==> config.mk <==
export PLATFORM = sky130hd
export DESIGN_NAME = rv_core_top
export DESIGN_NICKNAME = d
export VERILOG_FILES = /design/src/rv_pipe_pkg.sv /design/src/rv_core_top.sv /design/src/rv_ex_stage.sv /design/src/rv_id_stage.sv /design/src/rv_pipe_reg.sv /design/src/rv_regfile.sv /design/src/rv_wb_stage.sv
export VERILOG_INCLUDE_DIRS = /design/src /design/src/src
export SDC_FILE = /design/constraint.sdc
export NUM_CORES = 2
export LEC_CHECK = 0
export BUFFER_PORTS_ARGS = -buffer_cell sky130_fd_sc_hd__buf_2
export CORE_ASPECT_RATIO = 0.75
export CORE_MARGIN = 4
export CORE_UTILIZATION = 50
export CTS_CLUSTER_SIZE = 12
export DETAILED_ROUTE_END_ITERATION = 8
export PLACE_DENSITY_LB_ADDON = 0.05
export SKIP_LAST_GASP = 1
export SLEW_MARGIN = 10
export SYNTH_ARGS = -nofsm -noshare
export SYNTH_HDL_FRONTEND = slang
export SYNTH_HIERARCHICAL = 1
export SYNTH_SLANG_ARGS = --single-unit
==> constraint.sdc <==
create_clock -name i_clk -period 16.05 [get_ports i_clk]
set_input_delay 0.8025 -clock i_clk [delete_from_list [all_inputs] [get_ports i_clk]]
set_output_delay 0.8025 -clock i_clk [all_outputs]
set_load 0.01 [all_outputs]
==> src/rv_pipe_params.svh <==
// rv pipeline parameters: data and instruction widths, register counts, csr addresses
`ifndef RV_PIPE_PARAMS_SVH
`define RV_PIPE_PARAMS_SVH

// datapath
`define XLEN        32
`define INST_WD     32

// general purpose registers
`define GPR_ADDR_WD 5
`define GPR_NUM     32

// machine csrs
`define CSR_ADDR_WD 12
`define CSR_MSTATUS 12'h300
`define CSR_MTVEC   12'h305
`define CSR_MEPC    12'h341
`define CSR_MCAUSE  12'h342

`endif

==> src/rv_pipe_pkg.sv <==
// rv pipeline package: alu operation encoding and stage payload types
`include "rv_pipe_params.svh"

package rv_pipe_pkg;

  typedef enum logic [2:0] {
    alu_add      = 3'd0,
    alu_sub      = 3'd1,
    alu_and      = 3'd2,
    alu_or       = 3'd3,
    alu_xor      = 3'd4,
    // lui passes the upper immediate
    alu_pass_b   = 3'd5,
    alu_csr_swap = 3'd6
  } alu_op_e;

  // decode to execute
  typedef struct packed {
    alu_op_e                 alu_op;
    logic [`XLEN-1:0]        opnd_a;
    logic [`XLEN-1:0]        opnd_b;
    logic                    gpr_wen;
    logic [`GPR_ADDR_WD-1:0] rd;
    logic                    csr_wen;
    logic [`CSR_ADDR_WD-1:0] csr_addr;
  } id_to_ex_t;

  // execute to write back
  typedef struct packed {
    logic                    gpr_wen;
    logic [`GPR_ADDR_WD-1:0] rd;
    logic [`XLEN-1:0]        gpr_data;
    logic                    csr_wen;
    logic [`CSR_ADDR_WD-1:0] csr_addr;
    logic [`XLEN-1:0]        csr_data;
  } ex_to_wb_t;

endpackage

==> src/rv_core_top.sv <==
// rv core pipeline tail: decode, execute and write-back around the register file
`timescale 1ns/1ps
`include "rv_pipe_params.svh"

module rv_core_top (
  input  logic                    i_clk,
  input  logic                    i_rst_n,
  input  logic                    i_inst_valid,
  input  logic [`INST_WD-1:0]     i_inst,
  output logic                    o_inst_allowin,
  output logic                    o_commit_valid,
  output logic                    o_commit_gpr_wen,
  output logic [`GPR_ADDR_WD-1:0] o_commit_rd,
  output logic [`XLEN-1:0]        o_commit_gpr_data,
  output logic                    o_commit_csr_wen,
  output logic [`CSR_ADDR_WD-1:0] o_commit_csr_addr,
  output logic [`XLEN-1:0]        o_commit_csr_data
);
  import rv_pipe_pkg::*;

  alu_op_e                 id_alu_op;
  logic                    id_ex_valid, id_gpr_wen, id_csr_wen;
  logic [`GPR_ADDR_WD-1:0] rs1, rs2, id_rd, ex_rd, ex_hazard_rd;
  logic [`XLEN-1:0]        rs1_data, rs2_data, id_opnd_a, id_opnd_b, csr_rdata;
  logic [`CSR_ADDR_WD-1:0] id_csr_addr, ex_csr_addr, csr_raddr;
  logic                    ex_allowin, ex_hazard_valid, ex_wb_valid, wb_allowin;
  logic                    ex_gpr_wen, ex_csr_wen;
  logic [`XLEN-1:0]        ex_gpr_data, ex_csr_data;

  rv_id_stage u_id (
    .i_clk(i_clk), .i_rst_n(i_rst_n),
    .i_inst_valid(i_inst_valid), .i_inst(i_inst), .i_ex_allowin(ex_allowin),
    .i_rs1_data(rs1_data), .i_rs2_data(rs2_data),
    .i_ex_hazard_valid(ex_hazard_valid), .i_ex_hazard_rd(ex_hazard_rd),
    .o_inst_allowin(o_inst_allowin), .o_rs1(rs1), .o_rs2(rs2),
    .o_ex_valid(id_ex_valid), .o_alu_op(id_alu_op),
    .o_opnd_a(id_opnd_a), .o_opnd_b(id_opnd_b),
    .o_gpr_wen(id_gpr_wen), .o_rd(id_rd),
    .o_csr_wen(id_csr_wen), .o_csr_addr(id_csr_addr)
  );

  rv_ex_stage u_ex (
    .i_clk(i_clk), .i_rst_n(i_rst_n),
    .i_valid(id_ex_valid), .i_alu_op(id_alu_op),
    .i_opnd_a(id_opnd_a), .i_opnd_b(id_opnd_b),
    .i_gpr_wen(id_gpr_wen), .i_rd(id_rd),
    .i_csr_wen(id_csr_wen), .i_csr_addr(id_csr_addr),
    .i_wb_allowin(wb_allowin), .i_csr_rdata(csr_rdata),
    .o_allowin(ex_allowin), .o_hazard_valid(ex_hazard_valid),
    .o_hazard_rd(ex_hazard_rd), .o_csr_raddr(csr_raddr), .o_wb_valid(ex_wb_valid),
    .o_gpr_wen(ex_gpr_wen), .o_rd(ex_rd), .o_gpr_data(ex_gpr_data),
    .o_csr_wen(ex_csr_wen), .o_csr_addr(ex_csr_addr), .o_csr_data(ex_csr_data)
  );

  rv_wb_stage u_wb (
    .i_clk(i_clk), .i_rst_n(i_rst_n), .i_valid(ex_wb_valid),
    .i_gpr_wen(ex_gpr_wen), .i_rd(ex_rd), .i_gpr_data(ex_gpr_data),
    .i_csr_wen(ex_csr_wen), .i_csr_addr(ex_csr_addr), .i_csr_data(ex_csr_data),
    .o_allowin(wb_allowin), .o_commit_valid(o_commit_valid),
    .o_commit_gpr_wen(o_commit_gpr_wen), .o_commit_rd(o_commit_rd),
    .o_commit_gpr_data(o_commit_gpr_data), .o_commit_csr_wen(o_commit_csr_wen),
    .o_commit_csr_addr(o_commit_csr_addr), .o_commit_csr_data(o_commit_csr_data)
  );

  // write ports come straight from the commit signals
  rv_regfile u_rf (
    .i_clk(i_clk), .i_rst_n(i_rst_n),
    .i_rs1(rs1), .i_rs2(rs2), .i_csr_raddr(csr_raddr),
    .i_gpr_wen(o_commit_gpr_wen), .i_gpr_waddr(o_commit_rd),
    .i_gpr_wdata(o_commit_gpr_data),
    .i_csr_wen(o_commit_csr_wen), .i_csr_waddr(o_commit_csr_addr),
    .i_csr_wdata(o_commit_csr_data),
    .o_rs1_data(rs1_data), .o_rs2_data(rs2_data), .o_csr_rdata(csr_rdata)
  );

endmodule

==> src/rv_ex_stage.sv <==
// execute stage: alu, csr read and hazard report toward decode
`timescale 1ns/1ps
`include "rv_pipe_params.svh"

module rv_ex_stage (
  input  logic                    i_clk,
  input  logic                    i_rst_n,
  input  logic                    i_valid,
  input  rv_pipe_pkg::alu_op_e    i_alu_op,
  input  logic [`XLEN-1:0]        i_opnd_a,
  input  logic [`XLEN-1:0]        i_opnd_b,
  input  logic                    i_gpr_wen,
  input  logic [`GPR_ADDR_WD-1:0] i_rd,
  input  logic                    i_csr_wen,
  input  logic [`CSR_ADDR_WD-1:0] i_csr_addr,
  input  logic                    i_wb_allowin,
  input  logic [`XLEN-1:0]        i_csr_rdata,
  output logic                    o_allowin,
  output logic                    o_hazard_valid,
  output logic [`GPR_ADDR_WD-1:0] o_hazard_rd,
  output logic [`CSR_ADDR_WD-1:0] o_csr_raddr,
  output logic                    o_wb_valid,
  output logic                    o_gpr_wen,
  output logic [`GPR_ADDR_WD-1:0] o_rd,
  output logic [`XLEN-1:0]        o_gpr_data,
  output logic                    o_csr_wen,
  output logic [`CSR_ADDR_WD-1:0] o_csr_addr,
  output logic [`XLEN-1:0]        o_csr_data
);
  import rv_pipe_pkg::*;

  id_to_ex_t ex_in, ex_q;

  assign ex_in = '{alu_op: i_alu_op, opnd_a: i_opnd_a, opnd_b: i_opnd_b,
                   gpr_wen: i_gpr_wen, rd: i_rd, csr_wen: i_csr_wen,
                   csr_addr: i_csr_addr};

  rv_pipe_reg #(.T(id_to_ex_t)) u_ex_reg (
    .i_clk(i_clk), .i_rst_n(i_rst_n),
    .i_valid(i_valid), .i_data(ex_in),
    .i_ready_go(1'b1), .i_next_allowin(i_wb_allowin),
    .o_allowin(o_allowin), .o_valid(o_wb_valid), .o_data(ex_q)
  );

  always_comb begin
    case (ex_q.alu_op)
      alu_add:      o_gpr_data = ex_q.opnd_a + ex_q.opnd_b;
      alu_sub:      o_gpr_data = ex_q.opnd_a - ex_q.opnd_b;
      alu_and:      o_gpr_data = ex_q.opnd_a & ex_q.opnd_b;
      alu_or:       o_gpr_data = ex_q.opnd_a | ex_q.opnd_b;
      alu_xor:      o_gpr_data = ex_q.opnd_a ^ ex_q.opnd_b;
      alu_pass_b:   o_gpr_data = ex_q.opnd_b;
      // old csr value goes to rd
      alu_csr_swap: o_gpr_data = i_csr_rdata;
      default:      o_gpr_data = '0;
    endcase
  end

  assign o_csr_raddr    = ex_q.csr_addr;
  assign o_gpr_wen      = ex_q.gpr_wen;
  assign o_rd           = ex_q.rd;
  assign o_csr_wen      = ex_q.csr_wen;
  assign o_csr_addr     = ex_q.csr_addr;
  assign o_csr_data     = ex_q.opnd_a;
  assign o_hazard_valid = o_wb_valid && ex_q.gpr_wen && (ex_q.rd != '0);
  assign o_hazard_rd    = ex_q.rd;

endmodule

==> src/rv_id_stage.sv <==
// decode stage: field split, operand select, immediates and raw hazard stall
`timescale 1ns/1ps
`include "rv_pipe_params.svh"

module rv_id_stage (
  input  logic                    i_clk,
  input  logic                    i_rst_n,
  input  logic                    i_inst_valid,
  input  logic [`INST_WD-1:0]     i_inst,
  input  logic                    i_ex_allowin,
  input  logic [`XLEN-1:0]        i_rs1_data,
  input  logic [`XLEN-1:0]        i_rs2_data,
  input  logic                    i_ex_hazard_valid,
  input  logic [`GPR_ADDR_WD-1:0] i_ex_hazard_rd,
  output logic                    o_inst_allowin,
  output logic [`GPR_ADDR_WD-1:0] o_rs1,
  output logic [`GPR_ADDR_WD-1:0] o_rs2,
  output logic                    o_ex_valid,
  output rv_pipe_pkg::alu_op_e    o_alu_op,
  output logic [`XLEN-1:0]        o_opnd_a,
  output logic [`XLEN-1:0]        o_opnd_b,
  output logic                    o_gpr_wen,
  output logic [`GPR_ADDR_WD-1:0] o_rd,
  output logic                    o_csr_wen,
  output logic [`CSR_ADDR_WD-1:0] o_csr_addr
);
  import rv_pipe_pkg::*;

  localparam logic [6:0] opc_op     = 7'b0110011;
  localparam logic [6:0] opc_op_imm = 7'b0010011;
  localparam logic [6:0] opc_lui    = 7'b0110111;
  localparam logic [6:0] opc_system = 7'b1110011;

  logic [`INST_WD-1:0] inst;
  logic [6:0]          opcode, funct7;
  logic [2:0]          funct3;
  logic [`XLEN-1:0]    imm_i, imm_u;
  logic                uses_rs1, uses_rs2, hazard;

  rv_pipe_reg #(.T(logic [`INST_WD-1:0])) u_id_reg (
    .i_clk(i_clk), .i_rst_n(i_rst_n),
    .i_valid(i_inst_valid), .i_data(i_inst),
    .i_ready_go(!hazard), .i_next_allowin(i_ex_allowin),
    .o_allowin(o_inst_allowin), .o_valid(o_ex_valid), .o_data(inst)
  );

  assign opcode     = inst[6:0];
  assign funct3     = inst[14:12];
  assign funct7     = inst[31:25];
  assign o_rd       = inst[11:7];
  assign o_rs1      = inst[19:15];
  assign o_rs2      = inst[24:20];
  assign o_csr_addr = inst[31:20];
  assign imm_i      = {{20{inst[31]}}, inst[31:20]};
  assign imm_u      = {inst[31:12], 12'b0};
  assign o_opnd_a   = i_rs1_data;

  // unsupported encodings fall out with both write enables low
  always_comb begin
    o_alu_op  = alu_add;
    o_opnd_b  = i_rs2_data;
    o_gpr_wen = 1'b0;
    o_csr_wen = 1'b0;
    uses_rs1  = 1'b0;
    uses_rs2  = 1'b0;
    case (opcode)
      opc_op: begin
        o_gpr_wen = 1'b1;
        uses_rs1  = 1'b1;
        uses_rs2  = 1'b1;
        case ({funct7, funct3})
          {7'h00, 3'b000}: o_alu_op = alu_add;
          {7'h20, 3'b000}: o_alu_op = alu_sub;
          {7'h00, 3'b111}: o_alu_op = alu_and;
          {7'h00, 3'b110}: o_alu_op = alu_or;
          {7'h00, 3'b100}: o_alu_op = alu_xor;
          default: begin
            o_gpr_wen = 1'b0;
            uses_rs1  = 1'b0;
            uses_rs2  = 1'b0;
          end
        endcase
      end
      opc_op_imm: begin
        o_gpr_wen = (funct3 == 3'b000);
        uses_rs1  = (funct3 == 3'b000);
        o_opnd_b  = imm_i;
      end
      opc_lui: begin
        o_gpr_wen = 1'b1;
        o_alu_op  = alu_pass_b;
        o_opnd_b  = imm_u;
      end
      opc_system: begin
        // csrrw only
        o_gpr_wen = (funct3 == 3'b001);
        o_csr_wen = (funct3 == 3'b001);
        uses_rs1  = (funct3 == 3'b001);
        o_alu_op  = alu_csr_swap;
      end
      default: ;
    endcase
  end

  // write-back is covered by the regfile bypass, only execute can stall us
  assign hazard = i_ex_hazard_valid &&
                  ((uses_rs1 && (o_rs1 == i_ex_hazard_rd)) ||
                   (uses_rs2 && (o_rs2 == i_ex_hazard_rd)));

endmodule

==> src/rv_pipe_reg.sv <==
// pipeline stage register: valid flag and typed payload with allowin flow control
`timescale 1ns/1ps

module rv_pipe_reg #(
  parameter type T = logic
) (
  input  logic i_clk,
  input  logic i_rst_n,
  input  logic i_valid,
  input  T     i_data,
  input  logic i_ready_go,
  input  logic i_next_allowin,
  output logic o_allowin,
  output logic o_valid,
  output T     o_data
);

  logic valid_q;
  T     data_q;

  // empty, or the held item moves on this edge
  assign o_allowin = !valid_q || (i_ready_go && i_next_allowin);

  always_ff @(posedge i_clk or negedge i_rst_n) begin
    if (!i_rst_n) begin
      valid_q <= 1'b0;
    end else if (o_allowin) begin
      valid_q <= i_valid;
    end
  end

  always_ff @(posedge i_clk) begin
    if (i_valid && o_allowin) begin
      data_q <= i_data;
    end
  end

  // valid toward the next stage
  assign o_valid = valid_q && i_ready_go;
  assign o_data  = data_q;

endmodule

==> src/rv_regfile.sv <==
// register file: 32 gprs and four machine csrs, reads bypass same-cycle writes
`timescale 1ns/1ps
`include "rv_pipe_params.svh"

module rv_regfile (
  input  logic                    i_clk,
  input  logic                    i_rst_n,
  input  logic [`GPR_ADDR_WD-1:0] i_rs1,
  input  logic [`GPR_ADDR_WD-1:0] i_rs2,
  input  logic [`CSR_ADDR_WD-1:0] i_csr_raddr,
  input  logic                    i_gpr_wen,
  input  logic [`GPR_ADDR_WD-1:0] i_gpr_waddr,
  input  logic [`XLEN-1:0]        i_gpr_wdata,
  input  logic                    i_csr_wen,
  input  logic [`CSR_ADDR_WD-1:0] i_csr_waddr,
  input  logic [`XLEN-1:0]        i_csr_wdata,
  output logic [`XLEN-1:0]        o_rs1_data,
  output logic [`XLEN-1:0]        o_rs2_data,
  output logic [`XLEN-1:0]        o_csr_rdata
);

  logic [`XLEN-1:0] gpr_q [`GPR_NUM];
  logic [`XLEN-1:0] csr_q [4];
  logic [2:0]       csr_wsel, csr_rsel;

  // {hit, index} for the implemented csrs
  function automatic logic [2:0] csr_sel(input logic [`CSR_ADDR_WD-1:0] addr);
    case (addr)
      `CSR_MSTATUS: csr_sel = 3'b100;
      `CSR_MTVEC:   csr_sel = 3'b101;
      `CSR_MEPC:    csr_sel = 3'b110;
      `CSR_MCAUSE:  csr_sel = 3'b111;
      default:      csr_sel = 3'b000;
    endcase
  endfunction

  function automatic logic [`XLEN-1:0] gpr_read(input logic [`GPR_ADDR_WD-1:0] addr);
    if (addr == '0) begin
      gpr_read = '0;
    end else if (i_gpr_wen && (i_gpr_waddr == addr)) begin
      gpr_read = i_gpr_wdata;
    end else begin
      gpr_read = gpr_q[addr];
    end
  endfunction

  assign csr_wsel = csr_sel(i_csr_waddr);
  assign csr_rsel = csr_sel(i_csr_raddr);

  // x0 is never written
  always_ff @(posedge i_clk or negedge i_rst_n) begin
    if (!i_rst_n) begin
      for (int i = 0; i < `GPR_NUM; i++) begin
        gpr_q[i] <= '0;
      end
    end else if (i_gpr_wen && (i_gpr_waddr != '0)) begin
      gpr_q[i_gpr_waddr] <= i_gpr_wdata;
    end
  end

  always_ff @(posedge i_clk or negedge i_rst_n) begin
    if (!i_rst_n) begin
      for (int i = 0; i < 4; i++) begin
        csr_q[i] <= '0;
      end
    end else if (i_csr_wen && csr_wsel[2]) begin
      csr_q[csr_wsel[1:0]] <= i_csr_wdata;
    end
  end

  always_comb begin
    o_rs1_data = gpr_read(i_rs1);
    o_rs2_data = gpr_read(i_rs2);
  end

  // unknown csr reads zero
  always_comb begin
    if (!csr_rsel[2]) begin
      o_csr_rdata = '0;
    end else if (i_csr_wen && (i_csr_waddr == i_csr_raddr)) begin
      o_csr_rdata = i_csr_wdata;
    end else begin
      o_csr_rdata = csr_q[csr_rsel[1:0]];
    end
  end

endmodule

==> src/rv_wb_stage.sv <==
// write-back stage: holds execute results and drives register file writes and commits
`timescale 1ns/1ps
`include "rv_pipe_params.svh"

module rv_wb_stage (
  input  logic                    i_clk,
  input  logic                    i_rst_n,
  input  logic                    i_valid,
  input  logic                    i_gpr_wen,
  input  logic [`GPR_ADDR_WD-1:0] i_rd,
  input  logic [`XLEN-1:0]        i_gpr_data,
  input  logic                    i_csr_wen,
  input  logic [`CSR_ADDR_WD-1:0] i_csr_addr,
  input  logic [`XLEN-1:0]        i_csr_data,
  output logic                    o_allowin,
  output logic                    o_commit_valid,
  output logic                    o_commit_gpr_wen,
  output logic [`GPR_ADDR_WD-1:0] o_commit_rd,
  output logic [`XLEN-1:0]        o_commit_gpr_data,
  output logic                    o_commit_csr_wen,
  output logic [`CSR_ADDR_WD-1:0] o_commit_csr_addr,
  output logic [`XLEN-1:0]        o_commit_csr_data
);
  import rv_pipe_pkg::*;

  ex_to_wb_t wb_in, wb_q;

  assign wb_in = '{gpr_wen: i_gpr_wen, rd: i_rd, gpr_data: i_gpr_data,
                   csr_wen: i_csr_wen, csr_addr: i_csr_addr, csr_data: i_csr_data};

  // last stage, always drains
  rv_pipe_reg #(.T(ex_to_wb_t)) u_wb_reg (
    .i_clk(i_clk), .i_rst_n(i_rst_n),
    .i_valid(i_valid), .i_data(wb_in),
    .i_ready_go(1'b1), .i_next_allowin(1'b1),
    .o_allowin(o_allowin), .o_valid(o_commit_valid), .o_data(wb_q)
  );

  assign o_commit_gpr_wen  = o_commit_valid && wb_q.gpr_wen;
  assign o_commit_rd       = wb_q.rd;
  assign o_commit_gpr_data = wb_q.gpr_data;
  assign o_commit_csr_wen  = o_commit_valid && wb_q.csr_wen;
  assign o_commit_csr_addr = wb_q.csr_addr;
  assign o_commit_csr_data = wb_q.csr_data;

endmodule

# After elaboration in Yosys (flattened, before gate mapping)

Index checks and enable logic that the tools add are counted.

Flip-flop bits (word level): 1356
Bits of input ports: 35
Logic and storage cells: 156

Bitwise logic cells: 8
Muxes and demuxes: 30
$add $sub $neg: 2
Magnitude comparators: 7
Equal/unequal tests: 28
Reductions and logical operators: 28

Operators by type and width:

| cell                                                      | number |
|---|---|
| bitwise mux 1024 bit                                      | 1 |
| two-way mux 32 bit                                        | 13 |
| binary-select mux 32 bit (select 5 bit)                   | 2 |
| case mux 32 bit (7 select lines)                          | 1 |
| demux 32 bit (select 5 bit)                               | 1 |
| bitwise mux 128 bit                                       | 1 |
| equality test 12 x 10 -> 1 bit (second input constant)    | 8 |
| binary-select mux 32 bit (select 2 bit)                   | 1 |
| demux 32 bit (select 2 bit)                               | 1 |
| case mux 32 bit (2 select lines)                          | 1 |
| case mux 3 bit (4 select lines)                           | 3 |
| adder 32 bit                                              | 1 |
| bitwise AND 32 bit                                        | 1 |
| bitwise OR 32 bit                                         | 1 |
| subtractor 32 bit                                         | 1 |
| XOR 32 bit                                                | 1 |
| equality test 10 x 3 -> 1 bit (second input constant)     | 3 |
| equality test 5 bit                                       | 4 |
| greater-or-equal comparator 6 bit (second input constant) | 3 |
| NOT 5 -> 6 bit                                            | 3 |
| logical AND 1 bit                                         | 16 |
| equality test 7 x 6 -> 1 bit (second input constant)      | 2 |
| equality test 12 bit                                      | 1 |
| equality test 10 x 9 -> 1 bit (second input constant)     | 1 |
| 20 further kinds                                          | 32 |

# Longest topological paths before layout

Word-level depth: 10
Mapped depth: 16

# Cells and area by module

The synthesis kept the hierarchy.

By module, submodules not included:

| module                      | sequential area each (sq um) | instances | area an instance (sq um) | cells each |
|---|---|---|---|---|
| rv_regfile                  | 28827.6                      | 1         | 61183.7                  | 4185 |
| rv_ex_stage                 | 0.0                          | 1         | 5124.9                   | 756 |
| rv_pipe_reg (u_ex.u_ex_reg) | 2607.5                       | 1         | 2650.0                   | 92 |
| rv_pipe_reg (u_wb.u_wb_reg) | 2517.4                       | 1         | 2560.0                   | 89 |
| rv_id_stage                 | 0.0                          | 1         | 1116.1                   | 159 |
| rv_pipe_reg (u_id.u_id_reg) | 985.9                        | 1         | 1028.5                   | 38 |
| rv_wb_stage                 | 0.0                          | 1         | 16.3                     | 3 |

# Least setup slack after synthesis

No wires, ideal clock.

Path type: register -> register
Start point: register u_ex.u_ex_reg.data_q, in the netlist u_ex/u_ex_reg/o_data[14]
End point: register u_ex.u_ex_reg.data_q, in the netlist u_ex/u_ex_reg/o_data[0] (enable)
Path slack: 10034 ps
Arrival time: 5474 ps
Required time: 15508 ps
Buffers on the path: 0
Clock period less this slack: 6016 ps
Cell stages (with the launch flop): 8
Setup time: 542 ps
Path through: edfxtp_1 or3_1 o311a_1 nand2_1 a211oi_1 a2bb2oi_1 and2_2 nor2b_1

Elaborated cells between the ends (all ways): 10

RTL lines:

| item                     | RTL line           | RTL |
|---|---|---|
| start: declaration       | rv_pipe_reg.sv:19  | `T data_q;` |
| start signal: assignment | rv_pipe_reg.sv:34  | `data_q <= i_data;` |
| nonzero test 5 bit       | rv_ex_stage.sv:65  | `assign o_hazard_valid = o_wb_valid && ex_q.gpr_wen && (ex_q.rd != '0);` |
| logical AND 1 bit        | rv_ex_stage.sv:65  |  |
| net ex_hazard_valid      | rv_core_top.sv:26  | `logic ex_allowin, ex_hazard_valid, ex_wb_valid, wb_allowin;` |
| logical AND 1 bit        | rv_id_stage.sv:106 | `assign hazard = i_ex_hazard_valid &&` |
| zero test 1 bit          | rv_id_stage.sv:43  | `.i_ready_go(!hazard), .i_next_allowin(i_ex_allowin),` |
| logical AND 1 bit        | rv_pipe_reg.sv:39  | `assign o_valid = valid_q && i_ready_go;` |
| net id_ex_valid          | rv_core_top.sv:22  | `logic id_ex_valid, id_gpr_wen, id_csr_wen;` |

The timed path passes the listed nets, and every way through them passes these cells.
A chain may end at the register's enable or synchronous reset.

# Worst setup path in the final report

Start point: register u_ex.u_ex_reg.data_q, in the netlist u_ex/u_ex_reg/o_data[84]
End point: register u_wb.u_wb_reg.data_q, in the netlist u_wb/u_wb_reg/o_data[68], data pin

Word-level cells in the longest chain between the ends: 2
Elaborated cells between the ends (all ways): 8

Ends and longest elaborated chain:

| item                                              | RTL line          | RTL |
|---|---|---|
| equality test 3 bit, or another cell as far along | rv_ex_stage.sv:46 | `case (ex_q.alu_op)` |
| case mux 32 bit (7 select lines) (*)              | rv_ex_stage.sv:46 |  |
| net ex_gpr_data[23]                               | rv_core_top.sv:28 | `` logic [`XLEN-1:0] ex_gpr_data, ex_csr_data; `` |
| end signal: assignment                            | rv_pipe_reg.sv:34 |  |
| end: declaration                                  | rv_pipe_reg.sv:19 |  |

Mark *: on every way through the listed nets, which the timed path passes. The rest lies on a longest branch.

==> results.yml <==
outcome:
  status: "finished, final reports clean"
cells_and_area:
  nNetsFinal: 5331
  drive_above_1_share_pct: 41.40
  layoutNonFillerInstCount: 7279
  final_cell_area_um2: 80590
  syn_to_final_growth_pct: 9.382
power:
  total_power_w: 0.009130
  vdd_drop_max_mv: 0.1218
  switching_share_pct: 28.03
  switchingPower_w: 0.002559
  powerDensity_nw_per_um2: 113.3
  p_int_w: 0.006571
  p_seq_share_pct: 45.7
  power_leakage_nw: 35.77
  pwr-share-clk_pct: 36.8
  pwr-share-comb_pct: 17.5
sta:
  fin_crit_sh_pct: 33.73
  finalCriticalPeriod_ns: 5.414
  slew_violations: 0
  setup_viol: 0
  setup_tns_ns: 0
  finalHoldViolCount: 0
  rsz0062_at_grt: "false"
  max_freq_mhz: 184.7
  fin_skew_ns: 0.02905
  worst_pin_slew_ns: 1.400
  setup_ws_ns: 10.64
  max-slew-margin-rel_pct: 6.328
placement:
  dp.cells: 7020
  placed_area_um2: 75910
  pre_cts_slack_ns: 10.73
  numPortBuffers: 119
  place.gp.congestion: 0.9233
  dp_hpwl_mm: 153.2
die:
  floorplan.initialDensity_pct: 50.54
  dieArea_um2: 153600
  core_area_um2: 145800
  num_rows: 121
  die_h_um: 340.4
  die_x_um: 451.3
  boundaryPins: 120
grt:
  antenna_found_initial: 9
  grt_pass1_wl_mm: 364.2
  grt_usage_pct: 32.85
  grt_pass1_vias: 48740
  grt-ovfl-total: 0
  grt_start_max_net_pins: 179
clocking:
  postCtsResizedCells: 0
  tritoncts: "built"
  clkLatencyLatePin_ns: 0.80
  htreeDepth: 4
  cts.clk_slew.worst_paths_ns: 0.06
  cts_sinks: 1356
  clockBufferDepth: 3
  hold_buffers: 0
  clockRootBuffer: "clkbuf_16"
  cts_buffers: 145
  cts_setup_buffers: 0
worst_setup_path:
  crit_fanout: 19
  r2r-start: "u_ex/u_ex_reg/o_data[84]"
  cp-start-kind: "flip-flop"
  worstSetupPathType: "flip-flop to flip-flop"
  slowest_delay_ns: 0.96
  worst-path-buf-inv: 0
  cp_slowest_cell: "and2_0"
  crit_chain: "nor2_2, and2_0, a31oi_1, xnor2_1, ha_1, a21o_1, o41a_1, a211oi_1, o21bai_1, a2111o_1, nand3_1"
  crit_required_ns: 16.71
  cp-startpoint: "u_ex/u_ex_reg/o_data[84]"
  cp.arrival_ns: 6.07
  crit_family: "compound AO/OA/AOI/OAI gates"
  cp-end-kind: "flip-flop"
route:
  first_iter_violations: 6190
  finalWirelength_mm: 253.8
  drcViolationCount: 0
  vias: 49470
  routed_via_density: 6.796
  ant_nets: 0
  firstDrtPassIters: 8
  routedWlPerCell_um: 34.86
flow_run:
  drv_cap: 0
yosys:
  synth_edf_count: 201
  synthFlopType: "dfrtp_1"
  synth_seq_cells: 1356
  ys_async_sr_fraction_pct: 85.18
  syn_inst: 5322
  yosysSeqAreaShare_pct: 47.42
  yosysTopAreaCell: "dfrtp_1"
  avgSynthCellArea_um2: 13.84
  netlist_top_cells_area: "dfrtp_1 39%, mux2_2 17%, mux4_2 15%"
  synth_top_area_share_pct: 39.23
  ys_types: 98
  yosysWarnings: 6
  netlist_area_um2: 73680
hold_path:
  hold_class: "primary input to asynchronous set/reset pin"
-- worst paths after layout --
path / to / slack, ns / cells past startpoint
setup / recovery: u_wb/u_wb_reg/o_data[68] / 10.64 / 11
setup reg to reg: u_wb/u_wb_reg/o_data[68] / 10.64 / 11
hold reg to reg: u_rf/gpr_q[1023] / 0.39 / 0
hold / removal: u_rf/gpr_q[352] / 0.06 / 1
min in group i_clk: u_id/u_id_reg/o_data[25] / 0.18 / 1
max in group asynchronous: u_rf/gpr_q[730] / 12.20 / 5
-- logic make-up after synthesis --
kind of cell	after synthesis	share of synthesized area [%]
and+or+nand+nor	585	3.989
AOI/OAI and AO/OA	711	7.053
buffers and inverters	659	3.986
other	2	0.01019
xor gates and xnor gates	84	1.009
DFF	1356	47.42
adders and majority gates	97	1.657
muxes	1828	34.88
-- synth_stat cells (12+ instances only) --
| master | n |
|---|---|
| mux2_2 | 1128 |
| and2_1 | 12 |
| clkbuf_1 | 319 |
| a22o_1 | 46 |
| mux2i_1 | 222 |
| ha_1 | 96 |
| a221o_1 | 36 |
| nand2_1 | 219 |
| a211oi_1 | 93 |
| a21oi_1 | 116 |
| o211ai_1 | 19 |
| nand4_1 | 28 |
| and3_1 | 50 |
| a22oi_1 | 65 |
| mux4_2 | 476 |
| nor2_1 | 99 |
| buf_4 | 82 |
| nor3_1 | 33 |
| a211o_1 | 49 |
| a221oi_1 | 47 |
| o21ai_0 | 97 |
| a31oi_1 | 17 |
| nand2b_1 | 12 |
| dfrtp_1 | 1155 |
| inv_1 | 91 |
| buf_1 | 78 |
| o22ai_1 | 13 |
| a21o_1 | 17 |
| xnor2_1 | 73 |
| buf_2 | 75 |
| nor2b_1 | 35 |
| edfxtp_1 | 201 |
| nand3_1 | 28 |
-- per-stage QoR --
stage / hold slack, ns / util, %
after detailed placement: 0.3820 / 52.07
after floorplan: 0.4003 / -
after CTS: 0.04571 / 55.27
final: 0.06041 / 55.28
after global placement: 0.3780 / 52.07
after global routing: 0.08857 / 55.27
-- layer usage --
metal  vias up  global-route usage, %  routed length [um]  part of all wire [%]
li1      20120                      -                   -                     -
met1     26600                  49.35              112200                    44
met2      2272                  46.59              107900                    43
met3       463                  8.046               24130                   9.5
met4         4                  11.33                9506                   3.7
met5         -                 0.2188                  57                 0.022
-- sequential cells by signal (all words and copies together), names as in the netlist --
name / count
u_rf/csr_q: 128
u_wb/u_wb_reg/o_data: 83
u_id/u_id_reg/o_data: 32
u_rf/gpr_q: 1024
u_ex/u_ex_reg/valid_q: 1
u_id/u_id_reg/valid_q: 1
u_wb/u_wb_reg/valid_q: 1
u_ex/u_ex_reg/o_data: 86
-- final cells by class --
type,instances,area (um^2)
Antenna cell,4,10.01
Clock buffer,231,4441
Fill cell,12020,65200
Sequential cell,1356,34940
Multi-Input combinational cell,3310,36140
Clock inverter,24,227.7
Inverter,96,362.8
Timing Repair Buffer,290,2014
Tap cell,1968,2462
-- cells in the final DEF (no fill, tap or decap), types with 28 or more instances in the layout --
cell	instances
a211o_1	49
a211oi_1	93
a21oi_1	116
a221o_1	36
a221oi_1	47
a22o_1	46
a22oi_1	65
and3_1	49
buf_2	118
buf_4	161
clkbuf_1	45
clkbuf_16	152
clkbuf_8	34
dfrtp_1	1155
edfxtp_1	201
ha_1	96
inv_1	91
mux2_2	1128
mux2i_1	222
mux4_2	476
nand2_1	204
nand4_1	28
nor2_1	79
nor3_1	33
o21ai_0	96
xnor2_1	73
-- worst reg2reg max path: cells and delay by family (launching register included) --
family	cells	cell delay, ns
AOI/OAI and AO/OA	6	2.20
and+or+nand+nor	3	1.88
DFF	1	0.66
adders and majority gates	1	0.36
xor gates and xnor gates	1	0.19
-- power groups by stage --
| stage | sequential [W] | combinational [W] | clock (W) |
|---|---|---|---|
| after floorplan | 0.00411 | 0.00114 | 0 |
| after global placement | 0.00421 | 0.00156 | 0 |
| after detailed placement | 0.00422 | 0.00158 | 0 |
| after CTS | 0.00416 | 0.00158 | 0.00343 |
| after global routing | 0.00421 | 0.00171 | 0.00357 |
| final | 0.00417 | 0.00160 | 0.00336 |
Note: power is estimated with default switching activity, not from simulation.
